`src/common/boot_pkg.sv`:
```
// boot stream format, shared by the parser and the CRC checker
// a command class comes from the top bits of the command byte only
// CRC is the reflected CRC-32, LSB first, with no final inversion
// sink codes other than SINK_CODE and SINK_DATA are valid but write nothing
package boot_pkg;

  // ====================
  // stream constants
  localparam logic [2:0]  SINK_CODE = 3'd0;            // sink field, code RAM
  localparam logic [2:0]  SINK_DATA = 3'd1;            // sink field, data RAM
  localparam int          SIG_BYTES = 4;               // signature length in bytes
  localparam logic [31:0] CRC_INIT  = 32'hFFFF_FFFF;   // start value
  localparam logic [31:0] CRC_POLY  = 32'hEDB8_8320;   // 04C11DB7 bit-reversed

  typedef enum logic [2:0] {
    CMD_DATA,                                          // 0x/01 data run
    CMD_SET,                                           // 110 set dest or count
    CMD_RATE,                                          // 10 sclk rate, ignored
    CMD_SIGN,                                          // 1110 signature follows
    CMD_END                                            // 1111 plain end
  } cmd_class_t;

  typedef enum logic [2:0] {
    ST_IDLE,
    ST_CMD,                                            // expecting a command byte
    ST_ADDR_HI,
    ST_ADDR_LO,
    ST_LEN_HI,
    ST_LEN_LO,
    ST_DATA,                                           // packing words
    ST_SIG                                             // signature bytes
  } parse_state_t;

  function automatic cmd_class_t cmd_class(input logic [7:0] b);
    cmd_class_t c;
    casez (b)
      8'b0???_????: c = CMD_DATA;
      8'b10??_????: c = CMD_RATE;
      8'b110?_????: c = CMD_SET;                       // bit 1 picks dest/count
      8'b1110_????: c = CMD_SIGN;
      default:      c = CMD_END;
    endcase
    return c;
  endfunction

endpackage

```
`src/common/mem_pkg.sv`:
```
// widths of the code and data RAM write ports
// code words are 16 bits, data words 24 bits
// the destination register is wider than both address buses,
// upper bits are dropped at the ports
package mem_pkg;

  // ====================
  // widths
  localparam int CODE_AW = 12;                         // 4k code words
  localparam int DATA_AW = 11;                         // 2k data words
  localparam int CODE_W  = 16;
  localparam int DATA_W  = 24;
  localparam int DEST_W  = 16;                         // dest and count regs

  // ====================
  // types
  typedef logic [CODE_AW-1:0] code_addr_t;
  typedef logic [DATA_AW-1:0] data_addr_t;
  typedef logic [CODE_W-1:0]  code_word_t;
  typedef logic [DATA_W-1:0]  data_word_t;
  typedef logic [DEST_W-1:0]  dest_t;

endpackage

```
`src/common/boot_regs_if.sv`:
```
// link between the stream parser and the destination/count registers
// load strobes are one-cycle pulses, ld_byte is valid while a strobe is high
// cnt_zero already accounts for a word_wr in the same cycle
`timescale 1ns/1ps

interface boot_regs_if;
  import mem_pkg::*;

  logic       ld_dest_hi;                              // load dest[15:8]
  logic       ld_dest_lo;                              // load dest[7:0]
  logic       ld_cnt_hi;                               // load count[15:8]
  logic       ld_cnt_lo;                               // load count[7:0]
  logic [7:0] ld_byte;                                 // byte for the load
  logic       word_wr;                                 // a word went out
  dest_t      dest;                                    // current destination
  logic       cnt_zero;                                // last word of the run

  modport parser (
    output ld_dest_hi, ld_dest_lo, ld_cnt_hi, ld_cnt_lo, ld_byte, word_wr,
    input  dest, cnt_zero
  );

  modport regs (
    input  ld_dest_hi, ld_dest_lo, ld_cnt_hi, ld_cnt_lo, ld_byte, word_wr,
    output dest, cnt_zero
  );

endinterface

```
`src/boot_loader/boot_regs.sv`:
```
// destination address and remaining-word count of the boot run
// both clear on i_start, a new run starts at address 0 with count 0
// count 0 means one more word, the count stops at zero
// cnt_zero looks ahead past a decrement of the same cycle
`timescale 1ns/1ps

module boot_regs (
  input  logic      clk,
  input  logic      arstn,
  input  logic      i_start,
  boot_regs_if.regs regs
);
  import mem_pkg::*;

  dest_t dest;                                         // write address
  dest_t count;                                        // words left - 1

  // ====================
  // registers
  always_ff @(posedge clk or negedge arstn) begin
    if (!arstn) begin
      dest  <= '0;
      count <= '0;
    end else if (i_start) begin
      dest  <= '0;
      count <= '0;
    end else begin
      if (regs.ld_dest_hi) dest[DEST_W-1:8] <= regs.ld_byte;
      if (regs.ld_dest_lo) dest[7:0]        <= regs.ld_byte;
      if (regs.ld_cnt_hi)  count[DEST_W-1:8] <= regs.ld_byte;
      if (regs.ld_cnt_lo)  count[7:0]        <= regs.ld_byte;
      if (regs.word_wr) begin
        dest <= dest + 1'b1;                           // bump after the write
        if (count != '0) count <= count - 1'b1;
      end
    end
  end

  assign regs.dest     = dest;
  // a pending word_wr has not been counted yet
  assign regs.cnt_zero = regs.word_wr ? (count <= dest_t'(1)) : (count == '0);

  a_no_ld_on_wr: assert property (@(posedge clk) disable iff (!arstn)
    (regs.ld_dest_hi || regs.ld_dest_lo || regs.ld_cnt_hi || regs.ld_cnt_lo)
    |-> !regs.word_wr);

endmodule

```
`src/boot_loader/boot_parser.sv`:
```
// boot stream interpreter, takes one byte per cycle while busy
// write strobes come one cycle after the last byte of a word
// the write address is the destination before its increment
// words pack big-endian, wider packs keep only the low bits
// i_start restarts the run from any state
`timescale 1ns/1ps

module boot_parser (
  input  logic                clk,
  input  logic                arstn,
  input  logic                i_start,               // arm a new run
  input  logic [7:0]          i_byte,
  input  logic                i_valid,
  output logic                o_ready,
  output logic                o_busy,
  output logic                o_done,
  output logic                o_code_we,
  output mem_pkg::code_addr_t o_code_addr,
  output mem_pkg::code_word_t o_code_data,
  output logic                o_data_we,
  output mem_pkg::data_addr_t o_data_addr,
  output mem_pkg::data_word_t o_data_data,
  output logic                o_crc_upd,             // byte is crc payload
  output logic                o_sig_byte,            // byte is signature
  boot_regs_if.parser         regs
);
  import boot_pkg::*;
  import mem_pkg::*;

  parse_state_t                 state;
  cmd_class_t                   cls;
  logic [2:0]                   sink;                  // selected sink
  logic [1:0]                   bpw;                   // bytes per word - 1
  logic [1:0]                   bcnt;                  // bytes left in word - 1
  logic [$clog2(SIG_BYTES)-1:0] sig_cnt;
  data_word_t                   pack;                  // word being packed
  data_word_t                   pack_nxt;
  data_word_t                   wr_word;               // word on the RAM ports
  logic                         xfer;
  logic                         word_end;

  assign o_busy   = (state != ST_IDLE);
  assign o_ready  = o_busy;
  assign xfer     = i_valid & o_ready;                 // handshake
  assign cls      = cmd_class(i_byte);
  assign word_end = xfer && (state == ST_DATA) && (bcnt == 2'd0);
  assign pack_nxt = {pack[DATA_W-9:0], i_byte};        // shift in, big-endian

  // everything before the signature is covered by the crc
  assign o_crc_upd  = xfer && (state != ST_SIG);
  assign o_sig_byte = xfer && (state == ST_SIG);

  assign o_code_addr = regs.dest[CODE_AW-1:0];
  assign o_data_addr = regs.dest[DATA_AW-1:0];
  assign o_code_data = wr_word[CODE_W-1:0];
  assign o_data_data = wr_word;

  // ====================
  // control FSM
  always_ff @(posedge clk or negedge arstn) begin
    if (!arstn) begin
      state           <= ST_IDLE;
      sink            <= '0;
      bpw             <= '0;
      bcnt            <= '0;
      sig_cnt         <= '0;
      o_done          <= 1'b0;
      o_code_we       <= 1'b0;
      o_data_we       <= 1'b0;
      regs.ld_dest_hi <= 1'b0;
      regs.ld_dest_lo <= 1'b0;
      regs.ld_cnt_hi  <= 1'b0;
      regs.ld_cnt_lo  <= 1'b0;
      regs.word_wr    <= 1'b0;
    end else begin
      regs.ld_dest_hi <= 1'b0;                         // strobes
      regs.ld_dest_lo <= 1'b0;
      regs.ld_cnt_hi  <= 1'b0;
      regs.ld_cnt_lo  <= 1'b0;
      regs.word_wr    <= word_end;                     // dest++ and count--
      o_code_we       <= word_end && (sink == SINK_CODE);
      o_data_we       <= word_end && (sink == SINK_DATA);
      if (i_start) begin
        state   <= ST_CMD;
        sig_cnt <= '0;
        o_done  <= 1'b0;
      end else if (xfer) begin
        case (state)
          ST_CMD: begin
            case (cls)
              CMD_DATA: begin
                state <= ST_DATA;
                sink  <= i_byte[4:2];
                bpw   <= i_byte[1:0];
                bcnt  <= i_byte[1:0];
              end
              CMD_SET:  state <= i_byte[1] ? ST_LEN_HI : ST_ADDR_HI;
              CMD_SIGN: state <= ST_SIG;
              CMD_END: begin
                state  <= ST_IDLE;                     // unsigned finish
                o_done <= 1'b1;
              end
              default: state <= ST_CMD;                // rate byte, no effect
            endcase
          end
          ST_ADDR_HI: begin
            regs.ld_dest_hi <= 1'b1;
            state           <= ST_ADDR_LO;
          end
          ST_ADDR_LO: begin
            regs.ld_dest_lo <= 1'b1;
            state           <= ST_CMD;
          end
          ST_LEN_HI: begin
            regs.ld_cnt_hi <= 1'b1;
            state          <= ST_LEN_LO;
          end
          ST_LEN_LO: begin
            regs.ld_cnt_lo <= 1'b1;
            state          <= ST_CMD;
          end
          ST_DATA: begin
            if (bcnt != 2'd0) begin
              bcnt <= bcnt - 2'd1;
            end else begin
              bcnt <= bpw;                             // next word
              if (regs.cnt_zero) state <= ST_CMD;      // run complete
            end
          end
          ST_SIG: begin
            if (sig_cnt == ($clog2(SIG_BYTES))'(SIG_BYTES - 1)) begin
              state  <= ST_IDLE;
              o_done <= 1'b1;
            end else begin
              sig_cnt <= sig_cnt + 1'b1;
            end
          end
          default: state <= ST_IDLE;
        endcase
      end
    end
  end

  // ====================
  // payload path
  always_ff @(posedge clk) begin
    if (xfer) regs.ld_byte <= i_byte;                  // used only with a strobe
    if (xfer && (state == ST_CMD)) begin
      pack <= '0;                                      // clean start per run
    end else if (word_end) begin
      wr_word <= pack_nxt;
      pack    <= '0;                                   // cleared after each word
    end else if (xfer && (state == ST_DATA)) begin
      pack <= pack_nxt;
    end
  end

  a_one_we: assert property (@(posedge clk) disable iff (!arstn)
    !(o_code_we && o_data_we));
  a_done_idle: assert property (@(posedge clk) disable iff (!arstn)
    o_done |-> !o_busy);

endmodule

```
`src/source/crc32_check.sv`:
```
// running CRC-32 over the payload bytes of a boot run
// reflected polynomial, init all ones, no final inversion
// signature arrives most significant byte first
// o_sig_ok is 0 until all signature bytes are seen and matched
`timescale 1ns/1ps

module crc32_check (
  input  logic       clk,
  input  logic       arstn,
  input  logic       i_start,
  input  logic [7:0] i_byte,
  input  logic       i_upd,                            // fold byte into crc
  input  logic       i_sig,                            // compare signature byte
  output logic       o_sig_ok
);
  import boot_pkg::*;

  localparam int SCW = $clog2(SIG_BYTES);

  logic [31:0]    crc;
  logic [SCW-1:0] sig_cnt;                             // signature byte index
  logic           all_ok;                              // matches so far
  logic [7:0]     crc_sel;
  logic           byte_ok;

  // one byte, bit by bit, LSB first
  function automatic logic [31:0] crc_fold(input logic [31:0] c, input logic [7:0] b);
    logic [31:0] r;
    logic        fb;
    r = c;
    for (int i = 0; i < 8; i++) begin
      fb = r[0] ^ b[i];
      r  = r >> 1;
      if (fb) r = r ^ CRC_POLY;
    end
    return r;
  endfunction

  assign crc_sel = crc[8*(SIG_BYTES-1-sig_cnt) +: 8]; // msb first
  assign byte_ok = (crc_sel == i_byte);

  always_ff @(posedge clk or negedge arstn) begin
    if (!arstn) begin
      crc      <= CRC_INIT;
      sig_cnt  <= '0;
      all_ok   <= 1'b0;
      o_sig_ok <= 1'b0;
    end else if (i_start) begin
      crc      <= CRC_INIT;
      sig_cnt  <= '0;
      all_ok   <= 1'b1;
      o_sig_ok <= 1'b0;
    end else if (i_upd) begin
      crc <= crc_fold(crc, i_byte);
    end else if (i_sig) begin
      all_ok <= all_ok & byte_ok;
      if (sig_cnt == SCW'(SIG_BYTES - 1)) begin
        o_sig_ok <= all_ok & byte_ok;                  // last byte decides
        sig_cnt  <= '0;
      end else begin
        sig_cnt <= sig_cnt + 1'b1;
      end
    end
  end

  a_upd_xor_sig: assert property (@(posedge clk) disable iff (!arstn)
    !(i_upd && i_sig));

endmodule

```
`src/source/boot_loader_top.sv`:
```
// boot loader top, plaintext byte stream in, two RAM write ports out
// o_ready follows o_busy, a byte moves when i_valid and o_ready are high
// RAM ports accept a write every cycle, there is no back-pressure
// o_done and o_sig_ok hold until the next i_start
`timescale 1ns/1ps

module boot_loader_top (
  input  logic                clk,
  input  logic                arstn,
  input  logic                i_start,
  input  logic [7:0]          i_byte,
  input  logic                i_valid,
  output logic                o_ready,
  output logic                o_code_we,
  output mem_pkg::code_addr_t o_code_addr,
  output mem_pkg::code_word_t o_code_data,
  output logic                o_data_we,
  output mem_pkg::data_addr_t o_data_addr,
  output mem_pkg::data_word_t o_data_data,
  output logic                o_busy,
  output logic                o_done,
  output logic                o_sig_ok
);

  logic crc_upd;                                       // payload byte strobe
  logic sig_byte;                                      // signature byte strobe

  boot_regs_if u_regs_if ();

  boot_parser u_parser (
    .clk         (clk),
    .arstn       (arstn),
    .i_start     (i_start),
    .i_byte      (i_byte),
    .i_valid     (i_valid),
    .o_ready     (o_ready),
    .o_busy      (o_busy),
    .o_done      (o_done),
    .o_code_we   (o_code_we),
    .o_code_addr (o_code_addr),
    .o_code_data (o_code_data),
    .o_data_we   (o_data_we),
    .o_data_addr (o_data_addr),
    .o_data_data (o_data_data),
    .o_crc_upd   (crc_upd),
    .o_sig_byte  (sig_byte),
    .regs        (u_regs_if.parser)
  );

  boot_regs u_regs (
    .clk     (clk),
    .arstn   (arstn),
    .i_start (i_start),
    .regs    (u_regs_if.regs)
  );

  crc32_check u_crc (
    .clk      (clk),
    .arstn    (arstn),
    .i_start  (i_start),
    .i_byte   (i_byte),
    .i_upd    (crc_upd),
    .i_sig    (sig_byte),
    .o_sig_ok (o_sig_ok)
  );

endmodule

```
`config.mk`:
```
export PLATFORM = sky130hd
export DESIGN_NAME = boot_loader_top
export DESIGN_NICKNAME = d
export VERILOG_FILES = /design/src/common/boot_pkg.sv /design/src/common/mem_pkg.sv /design/src/common/boot_regs_if.sv /design/src/boot_loader/boot_regs.sv /design/src/boot_loader/boot_parser.sv /design/src/source/crc32_check.sv /design/src/source/boot_loader_top.sv
export SDC_FILE = /design/constraint.sdc
export NUM_CORES = 1
export LEC_CHECK = 0
export BUFFER_PORTS_ARGS = -buffer_cell sky130_fd_sc_hd__buf_4
export CORE_ASPECT_RATIO = 0.8
export CORE_MARGIN = 4
export CORE_UTILIZATION = 50
export CTS_CLUSTER_SIZE = 24
export DETAILED_ROUTE_END_ITERATION = 7
export HOLD_SLACK_MARGIN = 0.06
export PLACE_DENSITY = 0.68
export SLEW_MARGIN = 0
export SYNTH_ARGS = -nofsm -noshare
export SYNTH_HDL_FRONTEND = slang
export SYNTH_SLANG_ARGS = --single-unit
export TNS_END_PERCENT = 1
```
`constraint.sdc`:
```
create_clock -name clk -period 4.15 [get_ports clk]
set_input_delay 0 -clock clk [delete_from_list [all_inputs] [get_ports clk]]
set_output_delay 0 -clock clk [all_outputs]
set_load 0.01 [all_outputs]
```
==> results list, run 1 <==
* Reg clk slew, reported paths: 0.06 ns
- Avg Synthesized Cell Area: 10.90 sq um
- Worst endpoint required time: 4.50 ns
* Largest net degree at the start of global routing: 83
- Across the routed clock network, the largest skew measured is 0.01080 ns.
- The cell area that synthesis handed to floorplanning was 7311 sq um.
- Status: complete, no violations
- Net count after synthesis: 689
- Number of antenna repair diodes: 0
* Number of buffers inserted by port buffering: 80
- At the end of the flow, the number of nets in the layout was 739.
- Number of synthesized register bits: 132
- Crit path buf inv count: 1
* Type of destination of the critical path: flop
- Die Y: 116.2 um
* Met2 Resource Use GR: 30.63%
* Gate Count Post-Synth: 671
- Top cells by count, synth: sky130_fd_sc_hd__nand2_1, sky130_fd_sc_hd__dfrtp_1, sky130_fd_sc_hd__xnor2_1
- After detailed routing, the number of remaining DRC violations is 0.
* Routed vias: 5177
- The tree is rooted in a sky130_fd_sc_hd__clkbuf_16.
- Setup repair after global routing left no endpoint under its margin.
- Maximum level of the CTS H-tree: 4
* Total power density per cell area: 538.0 nW/um^2
* Routed wirelength normalized by instance count: 17.56 um
- In this run, flip-flops and latches consume 37.1% of the power.
- Internal power comes to 3.128 mW.
- sky130_fd_sc_hd__nand2_1 is the most common cell in the netlist.
* Effective utilization at floorplan: 51.13%
- The global routing stage identified its most utilized layer as met2.
* Number of antenna violations at the first check in global routing: 0
- Proportion of power drawn by combinational gates: 30.4%
* Share of post-route cells with drive strength above 1: 27.38%
- By area the synthesized netlist is led by sky130_fd_sc_hd__dfrtp_1, sky130_fd_sc_hd__edfxtp_1, sky130_fd_sc_hd__dfstp_2.
* Warnings, synthesis: 0
- Synth area leader: sky130_fd_sc_hd__dfrtp_1
* Delay of the slowest critical-path stage: 0.82 ns
- The sequential cells in the finished layout cover a total of 3423 sq um.
- For the worst setup path, the data arrival time is 3.03 ns.
* Fin Setup TNS: 0 ns
- Across the VDD grid, the largest voltage drop is 0.3699 mV.
- Total global routing overflow: 0
- The multi-input combinational cells in the finished layout cover a total of 3457 sq um.
- After detailed routing, the number of vias per cell comes to 5.639.
- Final Hold Viols: 0
* Worst hold slack: 0.3939 ns
* GPL Wtd Cong: 0.8507
- Die W: 143.2 um
* Clock tree from TritonCTS: yes
* Relative slew margins: 27.70%
* Total power: 4.583 mW
* Min-Delay Path Class: in2reg
- Ordered list of cells on the worst path: or3_1, nand2_1, a21o_1, buf_4, a21oi_1, o21ai_1
* Maximum fanout along the worst path: 37
* Die footprint: 16630 sq um
- Fmax achieved: 0.3735 GHz
* Number of max-cap violations: 0
- Compared with the post-synthesis result, the final layout area differs by 16.52%.
- Number of distinct library cells after synthesis: 67
* CTS-repair resized insts: 0
* Pre-antenna DRT Iters: 6
- All-layer global routing usage: 20.77%
- Number of routed nets with antenna violations: 0
- The finished cells cover 8518 sq um.
* Global Route met1 Usage: 29.28%
- Clock latency on the worst-skew pair, taken at its later pin, is 0.43 ns.
- Library cell contributing the largest single delay on the critical path: sky130_fd_sc_hd__a21o_1
* Predominant post-synthesis flop cell: sky130_fd_sc_hd__dfrtp_1
- The share of the Yosys chip area taken by registers is 46.83%.
- Counting the fill cells in the layout gives 1170.
* Total clock sinks: 132
- Setup Crit Path Kind: reg2reg
* Routing usage on met3: 6.017%
* Kind of start point of the critical path: flop
- Proportion of register bits with asynchronous set or reset after synthesis: 63.64%
- Core area: 14300 sq um
- For this block, the routed nets add up to 16120 um of wire.
- Detailed placer's ending HPWL: 11000 um
- Share of the clock period used by the worst path: 64.52%
- Leakage power figure: 3.481 nW
- Net switching power: 1.455 mW
- Switching power share of the total: 31.75%
* I/O pin cnt: 81
- Transition time at the pin with the least slew margin: 1.084 ns
- Max Transition Viols Final: 0
- Setup violations remaining at the end of the flow were counted as 0.
- Vias in the first global route: 5031
- Inserted Clock Buffers: 17
- The floorplan has 39 rows.
* Family with the most delay on the worst path: compound AO/OA/AOI/OAI gates
* EDFF count, synth: 32
- Relative contribution of the clock network to total power: 32.5%
* Area share of the largest cell type after synthesis: 17.80%
- Minimum clock period after layout: 2.678 ns
- Global-route wire length before repair: 26820 um
- No sink is reached through more buffers than the 2 on the longest clock path.
- Summing all placed instances gives a cell area of 7809 sq um.
- The detailed router finished its first iteration with 521 violations.
## logic make-up after synthesis
family,count (synthesis),synth area share [%]
AOI/OAI and AO/OA,139,13.69
xor gates and xnor gates,94,14.68
adders and majority gates,6,1.027
buffers and inverters,81,5.887
DFF,132,46.83
muxes,20,4.227
and+or+nand+nor,199,13.66
## cell usage in the layout (no fill, tap or decap), types with 11 or more instances in the layout
master | netlist | layout
sky130_fd_sc_hd__inv_1 | 14 | 14
sky130_fd_sc_hd__dfstp_2 | 32 | 32
sky130_fd_sc_hd__xor2_1 | 30 | 30
sky130_fd_sc_hd__xnor2_1 | 45 | 45
sky130_fd_sc_hd__a211oi_1 | 29 | 29
sky130_fd_sc_hd__dlygate4sd3_1 | 0 | 12
sky130_fd_sc_hd__dfxtp_1 | 16 | 16
sky130_fd_sc_hd__nand3_1 | 13 | 13
sky130_fd_sc_hd__dfrtp_1 | 52 | 52
sky130_fd_sc_hd__buf_4 | 29 | 86
sky130_fd_sc_hd__nor2b_1 | 14 | 14
sky130_fd_sc_hd__nor2_1 | 27 | 27
sky130_fd_sc_hd__o21ai_0 | 11 | 11
sky130_fd_sc_hd__clkbuf_16 | 0 | 17
sky130_fd_sc_hd__edfxtp_1 | 32 | 32
sky130_fd_sc_hd__nand2_1 | 94 | 94
sky130_fd_sc_hd__o211ai_1 | 31 | 31
sky130_fd_sc_hd__a21oi_1 | 29 | 29
## per-stage QoR
stage	util, %	cells	worst slack (ns)
final	59.58	918	1.472
after global routing	59.58	918	1.177
after CTS	59.58	918	1.454
after detailed placement	54.62	874	1.467
after global placement	54.62	874	1.555
after floorplan	-	671	1.993
## flip-flops by register name, indices dropped and copies added (netlist names), 2 cells and up
register               flops
u_parser.sink              3
u_parser.state             3
u_parser.bcnt              2
u_regs.regs.dest          12
u_regs.count              16
u_parser.bpw               2
u_crc.crc                 32
u_parser.pack             16
u_parser.o_data_data      24
u_crc.sig_cnt              2
u_parser.sig_cnt           2
u_parser.regs.ld_byte      8
## path summary, 6_finish.rpt
| kind | from | depth (start not counted) | endpoint | slack (ns) |
|---|---|---|---|---|
| setup / recovery | u_parser.state[0]$_DFFE_PN0P_ | 6 | u_crc.crc[19]$_DFFE_PN1P_ | 1.47 |
| hold / removal | i_byte[2] | 2 | u_parser.regs.ld_byte[2]$_DFFE_PP_ | 0.39 |
| setup reg to reg | u_parser.state[0]$_DFFE_PN0P_ | 6 | u_crc.crc[19]$_DFFE_PN1P_ | 1.47 |
| hold reg to reg | u_parser.pack[14]$_SDFFE_PP0P_ | 0 | u_parser.o_data_data[22]$_DFFE_PP_ | 0.43 |
| max in group asynchronous | arstn | 3 | u_regs.regs.dest[11]$_DFFE_PN0P_ | 3.05 |
| min in group asynchronous | arstn | 3 | u_parser.sink[1]$_DFFE_PN0P_ | 0.41 |
## layer usage
metal  share of wire [%]  up-vias
li1                    -     2463
met1                  46     2526
met2                  45      164
met3                 7.4       24
met4                 1.9        0
met5                   0        -
## layout make-up
| type | instances | area share, % |
|---|---|---|
| clock inverter | 14 | 1.763 |
| multi-input combinational | 458 | 40.58 |
| sequential | 132 | 40.19 |
| timing repair buffer | 98 | 8.989 |
| tap | 184 | 2.703 |
| inverter | 14 | 0.6169 |
| clock buffer | 18 | 5.156 |
## timing repair
item	4_1_cts	5_1_grt
hold buffers	12	0
hold endpoints to repair	93	0
setup buffers	0	0
## power groups by stage
stage	logic (mW)	clock network (mW)	registers (mW)
finish	1.39	1.49	1.70
global route	1.52	1.58	1.72
detailed placement	1.38	0	1.72
CTS	1.41	1.52	1.70
floorplan	1.17	0	1.66
global placement	1.37	0	1.71
## worst reg2reg max path: stages (launching register included)
cell and delay (ns):
sky130_fd_sc_hd__dfrtp_1 0.57, sky130_fd_sc_hd__or3_1 0.48, sky130_fd_sc_hd__nand2_1 0.14, sky130_fd_sc_hd__a21o_1 0.82
sky130_fd_sc_hd__buf_4 0.39, sky130_fd_sc_hd__a21oi_1 0.09, sky130_fd_sc_hd__o21ai_1 0.10
Power figures use the tool's default switching activity.
==> inputs of run 2 (changes only) <==
--- a/config.mk
+++ b/config.mk
@@ -5,6 +5,7 @@
 export SDC_FILE = /design/constraint.sdc
 export NUM_CORES = 1
 export LEC_CHECK = 0
+export ABC_AREA = 1
 export BUFFER_PORTS_ARGS = -buffer_cell sky130_fd_sc_hd__buf_4
 export CORE_ASPECT_RATIO = 0.8
 export CORE_MARGIN = 4
@@ -12,7 +13,7 @@
 export CTS_CLUSTER_SIZE = 24
 export DETAILED_ROUTE_END_ITERATION = 7
 export HOLD_SLACK_MARGIN = 0.06
-export PLACE_DENSITY = 0.68
+export PLACE_DENSITY = 0.7
 export SLEW_MARGIN = 0
 export SYNTH_ARGS = -nofsm -noshare
 export SYNTH_HDL_FRONTEND = slang
==> constraint.sdc (replaced) <==
create_clock -name clk -period 2.19 [get_ports clk]
set_input_delay 0 -clock clk [delete_from_list [all_inputs] [get_ports clk]]
set_output_delay 0 -clock clk [all_outputs]
set_load 0.01 [all_outputs]
==> run 2 against run 1 <==
Compared with the run above: first-iteration DRC count increased by 41%; sequential share of layout area decreased by 2.7 points; clock power increased by 89%; cell area increased by 7.2%; clock skew about the same; clock-buffer cell count unchanged; critical endpoint is now u_crc.crc[24]$_DFFE_PN1P_; largest power group is now combinational cells.
==> results list, run 2 <==
- All-layer global routing usage: 23.99%
* Clock Path Buffers: 2
- Vias in the first global route: 6509
- Timing would allow up to 0.5392 GHz.
- The number of setup buffers added after CTS is 0.
* Place WS: 0.3390 ns
- For the finished layout, the period the worst path requires is 1.855 ns.
* Total global routing overflow: 0
- Main area contributors after synthesis: sky130_fd_sc_hd__dfrtp_1, sky130_fd_sc_hd__nand2_1, sky130_fd_sc_hd__edfxtp_1
* Register with the highest flop count: u_crc.crc
* Post-synthesis cell area: 7904 sq um
* Synth area leader: sky130_fd_sc_hd__dfrtp_1
* Register area share after synthesis: 43.31%
- Top cells by count, synth: sky130_fd_sc_hd__nand2_1, sky130_fd_sc_hd__inv_1, sky130_fd_sc_hd__nand3_1
- STA classifies the critical path endpoint as a flop.
- Gate Count Post-Synth: 1020
- The clock reaches the later pin of the worst-skew pair after 0.42 ns.
- Buffers inserted during clock tree synthesis total 17.
- The die covers 17900 sq um.
* Warnings, synthesis: 0
- DRC viols: 0
- The cell that appears most often on the critical path is sky130_fd_sc_hd__nand2_1.
- Leaving out fill and tap cells, the most frequent cell in the layout is sky130_fd_sc_hd__nand2_1.
* EDFF count, synth: 32
* Number of placed cells counting well taps: 1266
- Entering global routing, the biggest net connects 53 pins.
- Reg clk slew, reported paths: 0.06 ns
- Min-Delay Path Class: in2async
- Of the available clock period, the critical path in the final layout requires 84.69%.
- Number of DRC violations after detailed-routing iteration 0: 734
* Count of hold buffers inserted by post-cts repair: 11
* Maximum VDD drop: 0.6381 mV
- Number of antenna repair diodes: 0
- The register with the most flip-flops in the layout has 32 of them.
- Kind of start point of the critical path: flop
* Number of synthesized register bits: 132
- The first global-routing pass estimated 34040 um of wire.
- Proportion of register bits with asynchronous set or reset after synthesis: 63.64%
* Crit path DAT: 2.21 ns
- Total power: 10.44 mW
* Total clock sinks: 132
- Die W: 148.6 um
- Setup repair after global routing missed its margin: false
- The hold violation count in the final report came to 0.
- Pre-antenna DRT Iters: 5
* Final standard cell count with taps included and fillers excluded: 1309
- Leakage power figure: 4.410 nW
* Final std cell area, no fill: 9130 sq um
- Number of distinct library cells after synthesis: 50
- Transition time at the pin with the least slew margin: 0.5596 ns
- Top library cells by usage in the layout, fill and taps aside: sky130_fd_sc_hd__nand2_1, sky130_fd_sc_hd__inv_1, sky130_fd_sc_hd__buf_4, sky130_fd_sc_hd__nand3_1, sky130_fd_sc_hd__nor2_1
- TritonCTS built the clock tree.
* Final wirelength: 20750 um
- Setup violations remaining at the end of the flow were counted as 0.
* Area share of the largest cell type after synthesis: 16.46%
* Relative slew margins: 62.55%
* Family with the most delay on the worst path: simple AND/OR/NAND/NOR gates
- The number of buffers and inverters on the critical path is 1.
- Number of max-cap violations: 0
- The critical path goes through inv_1, nand2_1, nand2_2, nand2_1, nand2_1, nor2_1, nand3_1, nand3_1, nand2_1.
* GPL Wtd Cong: 0.9053
* Fill count: 1320
- Worst hold slack: 0.07205 ns
- Avg Synthesized Cell Area: 7.749 sq um
- Clock root buffer master: sky130_fd_sc_hd__clkbuf_16
* Predominant post-synthesis flop cell: sky130_fd_sc_hd__dfrtp_1
- The slowest stage of the critical path is the sky130_fd_sc_hd__dfstp_2 cell.
* Routed wirelength normalized by instance count: 15.85 um
* Area Overhead vs Synth: 15.51%
- In this run the core area contains 40 standard-cell rows.
- I/O pin cnt: 81
- The floorplan step defined a core boundary enclosing 15260 sq um.
* Routed vias: 6980
* Maximum level of the CTS H-tree: 4
- Net count after synthesis: 1038
* Post-detailed-route via-to-cell ratio: 5.332
* Effective utilization at floorplan: 51.78%
* Number of nets in the layout: 1104
- Buffers placed on the I/O ports in this run total 80.
- The max-slew violation count came to 0.
* Detailed placer's ending HPWL: 14850 um
- The post-route netlist has 20.20% of its cells at a drive strength greater than 1.
- Worst setup slack for register-to-register paths: 0.34 ns
* Number of routed nets with antenna violations: 0
* Final core utilization: 59.81%
- Die Y: 120.5 um
- Post-detailed-placement cell area: 8438 sq um
* CTS-repair resized insts: 0
* Worst endpoint required time: 2.54 ns
- Total power density per cell area: 1143 nW/um^2
- Fin Setup TNS: 0 ns
- On the worst path, the slowest cell contributes a delay of 0.56 ns.
- Number of antenna violations at the first check in global routing: 0
- Setup Skew: 0.01047 ns
- After layout, the worst setup slack is 0.3352 ns.
- Status: complete, no violations
- Maximum fanout along the worst path: 13
- The worst setup path is of the reg2reg kind.
- Top-count cell post-synth: sky130_fd_sc_hd__nand2_1
run 2: kinds of logic (layout without fill, tap and decap cells):
family                   Yosys count  count (layout)  synth area share, %
AO/OA/AOI/OAI                    148             148                11.19
XOR/XNOR                          45              45                5.367
adder cells (fa/ha/maj)            6               6               0.9498
buffers and inverters            169             248                10.88
flip-flops                       132             132                43.31
AND/OR/NAND/NOR                  520             520                28.30
run 2: area by class of cell:
class	instances	area [sq um]	share of cell area, %
repair buffers	101	798.3	8.743
clock buffers	18	429.2	4.701
multi-input cells	719	3621	39.66
flip-flops and latches	132	3423	37.49
clock inverters	14	152.6	1.672
inverters	115	442.9	4.851
well taps	210	262.8	2.878
run 2: report_power, final:
part	switching [mW]	internal (mW)
logic	2.59	1.38
clock network	1.13	1.69
registers	0.505	3.14
run 2: final timing paths:
path,end,start,depth (start not counted)
min in group clk,u_parser.o_data_data[2]$_DFFE_PP_,i_byte[2],2
worst max-delay path,u_crc.crc[24]$_DFFE_PN1P_,u_crc.crc[1]$_DFFE_PN1P_,9
worst min-delay path,u_crc.sig_cnt[1]$_DFFE_PN0P_,arstn,2
worst min register to register,u_parser.o_data_data[16]$_DFFE_PP_,u_parser.pack[8]$_SDFFE_PP0P_,0
worst max register to register,u_crc.crc[24]$_DFFE_PN1P_,u_crc.crc[1]$_DFFE_PN1P_,9
max in group asynchronous,u_crc.crc[11]$_DFFE_PN1P_,arstn,3
run 2: metal layers:
metal | share of wire, % | GRT usage (%) | up-vias
li1 | - | - | 3406
met1 | 46 | 35.26 | 3195
met2 | 42 | 34.35 | 344
met3 | 11 | 6.707 | 35
met4 | 1.5 | 7.328 | 0
met5 | 0 | 0 | -
==> inputs of run 3 (changes only) <==
==> constraint.sdc (replaced) <==
create_clock -name clk -period 1.7 [get_ports clk]
set_input_delay 0 -clock clk [delete_from_list [all_inputs] [get_ports clk]]
set_output_delay 0 -clock clk [all_outputs]
set_load 0.01 [all_outputs]
==> run 3 against run 2 <==
Compared with the run above: via count grew 2.1%; combinational power is 50% higher; die area unchanged; global-route usage about the same; worst setup slack worse by 0.29 ns; critical path type unchanged; largest cell class unchanged; largest power group unchanged.
==> results list, run 3 (same netlist as run 2, synthesis figures left out) <==
* Core area: 15260 sq um
- Walking the worst path, the cells encountered are inv_1, nand2_1, nand2_4, xnor2_1, buf_4, o21ai_0, o22ai_1, inv_1.
- Final core utilization: 63.72%
- Relative slew margins: 68.96%
* Max Transition Viols Final: 0
* Library cell contributing the largest single delay on the critical path: sky130_fd_sc_hd__dfstp_2
- Total global routing overflow: 0
* Most common cell after layout, fill and taps aside: sky130_fd_sc_hd__nand2_1
- In the layout the commonest cells are sky130_fd_sc_hd__nand2_1, sky130_fd_sc_hd__buf_4, sky130_fd_sc_hd__inv_1, sky130_fd_sc_hd__nand3_1.
- For this block, the initial DRC count from the detailed router was 783.
- Input and output buffers added on the ports amount to 80.
- In the routed design, unresolved DRC markers number 0.
- Number of nets in the layout: 1151
* Hold wc startpoint: i_valid
* Routed wirelength normalized by instance count: 15.68 um
* Crit-path most repeated cell: sky130_fd_sc_hd__inv_1
- The register with the most flip-flops in the layout has 32 of them.
* Share of post-route cells with drive strength above 1: 27.14%
- Static timing analysis puts the maximum clock frequency at 0.6039 GHz.
- Total power: 14.50 mW
* Clk Latency, worst-skew pair: 0.42 ns
- Register with the highest flop count: u_crc.crc
- In this run the horizontal extent of the chip is 148.6 um.
- For this block, wires on met1 add up to 10360 um.
* Met2 wire length: 8637 um
- Transition time at the pin with the least slew margin: 0.4656 ns
* Crit path from: u_crc.crc[0]$_DFFE_PN1P_
- For flop-to-flop paths, the worst setup slack is 0.04 ns.
* Number of antenna repair diodes: 0
- CTS saw 132 sinks.
- In this run the static leakage power is 4.686 nW.
- Hold is met by 0.09358 ns.
- Footprint of the multi-input gates: 3779 sq um
- Total power density per cell area: 1490 nW/um^2
- Maximum level of the CTS H-tree: 4
- For hold timing, the worst endpoint is u_crc.crc[4]$_DFFE_PN1P_.
- Global-route wire length before repair: 34000 um
- Delay of the slowest critical-path stage: 0.55 ns
* Worst endpoint required time: 2.05 ns
- Once detail routing completed, the nets flagged for antenna violations numbered 0.
* Crit path buf inv count: 3
- In the routed layout, each cell is associated on average with a via count of 5.254.
* Die Y: 120.5 um
- Die footprint: 17900 sq um
- Effective utilization at floorplan: 51.78%
* Clock Path Buffers: 2
- Crit path DAT: 2.01 ns
- Vias in the first global route: 6475
- Summing all non-filler instances in the final layout gives an area of 9727 sq um.
- Detailed placer's ending HPWL: 15350 um
- Pre-antenna DRT Iters: 5
* Setup Skew: 0.008964 ns
- Number of antenna violations at the first check in global routing: 0
* Count of endpoints failing setup in the final report: 0
- All-layer global routing usage: 24.02%
* Routed length on met3: 2009 um
- Final wirelength: 21260 um
- Registers take 3425 sq um.
* Family with the most delay on the worst path: flip-flops
- Max-cap violations in this run came to 0.
* Endpoint of the lowest-slack register-to-register path: u_crc.crc[12]$_DFFE_PN1P_
- Area Overhead vs Synth: 23.06%
- Worst Hold Depth: 6
- Uppermost routed layer: met4
- Setup repair after global routing could not meet its margin everywhere.
- During I/O placement, the number of pins put on the boundary was 81.
- Worst Reg2Reg Path Length in Cells: 8
* Clock root buffer master: sky130_fd_sc_hd__clkbuf_16
- Type of destination of the critical path: flop
- Launching point of the worst reg2reg path: u_crc.crc[0]$_DFFE_PN1P_
- Fill cells in the final layout number 1260.
* Inserted Clock Buffers: 17
- Kind of start point of the critical path: flop
* Final Hold Viols: 0
- The congestion estimate from routability-driven global placement came to 0.9165.
* Share of the clock period used by the worst path: 97.40%
- Clock tree from TritonCTS: yes
- After floorplanning, the core was divided into 40 placement rows.
- Post-detailed-placement cell area: 8790 sq um
- Largest net degree at the start of global routing: 52
- Maximum VDD drop: 0.7692 mV
- The worst hold path belongs to the class in2reg.
- Setup Crit Path Kind: reg2reg
- The worst path in the final design needs a cycle of 1.656 ns, including I/O delays and setup.
- Status: complete, no violations
* Reg clk slew, reported paths: 0.06 ns
- Maximum fanout along the worst path: 8
* Routed vias: 7125
## run 3: cell count changes in the layout (fill, tap and decap cells not counted), sizes merged
cell         delta
clkbuf          +1
buf            +48
clkinvlp        +1
clkinv          -1
bufinv          +1
dlygate4sd3     -1
inv             -2
## run 3: repair_timing
action	4_1_cts	5_1_grt
hold buffers	10	0
resized for setup	1	55
pin swaps	0	4
endpoints found under the hold margin	124	0
buffers inserted	0	5
setup endpoints to repair	3	74
## run 3: worst reg2reg max path: cells and delay by family (launching register included)
family / cells / cell delay (ns)
DFF: 1 / 0.55
buffers and inverters: 3 / 0.31
xor gates and xnor gates: 1 / 0.31
and+or+nand+nor: 2 / 0.22
AOI/OAI and AO/OA: 2 / 0.20
## run 3: metrics by stage
step / instances / setup TNS [ns] / setup slack (ns)
final: 1356 / 0 / 0.04414
after global routing: 1356 / -0.4495 / -0.06911
after CTS: 1351 / 0 / 0.007658
after detailed placement: 1309 / 0 / 0.01761
after global placement: 1309 / 0 / 0.03177
after floorplan: 1020 / 0 / 0.1127
## run 3: worst max-delay path by stage
stage,endpoint,slack [ns],depth (start not counted)
after global placement,u_crc.crc[19]$_DFFE_PN1P_,0.03,11
after detailed placement,u_parser.state[0]$_DFFE_PN0P_,0.02,12
final,u_crc.crc[12]$_DFFE_PN1P_,0.04,8
after global routing,u_crc.crc[19]$_DFFE_PN1P_,-0.07,12
after CTS,u_parser.state[0]$_DFFE_PN0P_,0.008,12
after floorplan,u_parser.o_data_data[0]$_DFFE_PP_,0.11,6
## run 3: routing by layer
metal / GRT usage (%) / up-vias
met5: 0 / -
met4: 6.694 / 0
met3: 6.294 / 25
met2: 33.78 / 313
met1: 36.37 / 3302
li1: - / 3485
## run 3: power breakdown
group          total (mW)  switching, mW  internal (mW)
Sequential           4.69          0.637           4.05
Combinational        5.94           3.62           2.32
Clock                3.87           1.46           2.41
Total                14.5           5.72           8.78
## run 3: final cells by class
class	instances	share of cell area, %
clock buffers	19	4.657
clock inverters	13	1.762
inverters	115	4.669
multi-input cells	719	38.85
flip-flops and latches	132	35.21
well taps	210	2.701
repair buffers	148	12.16
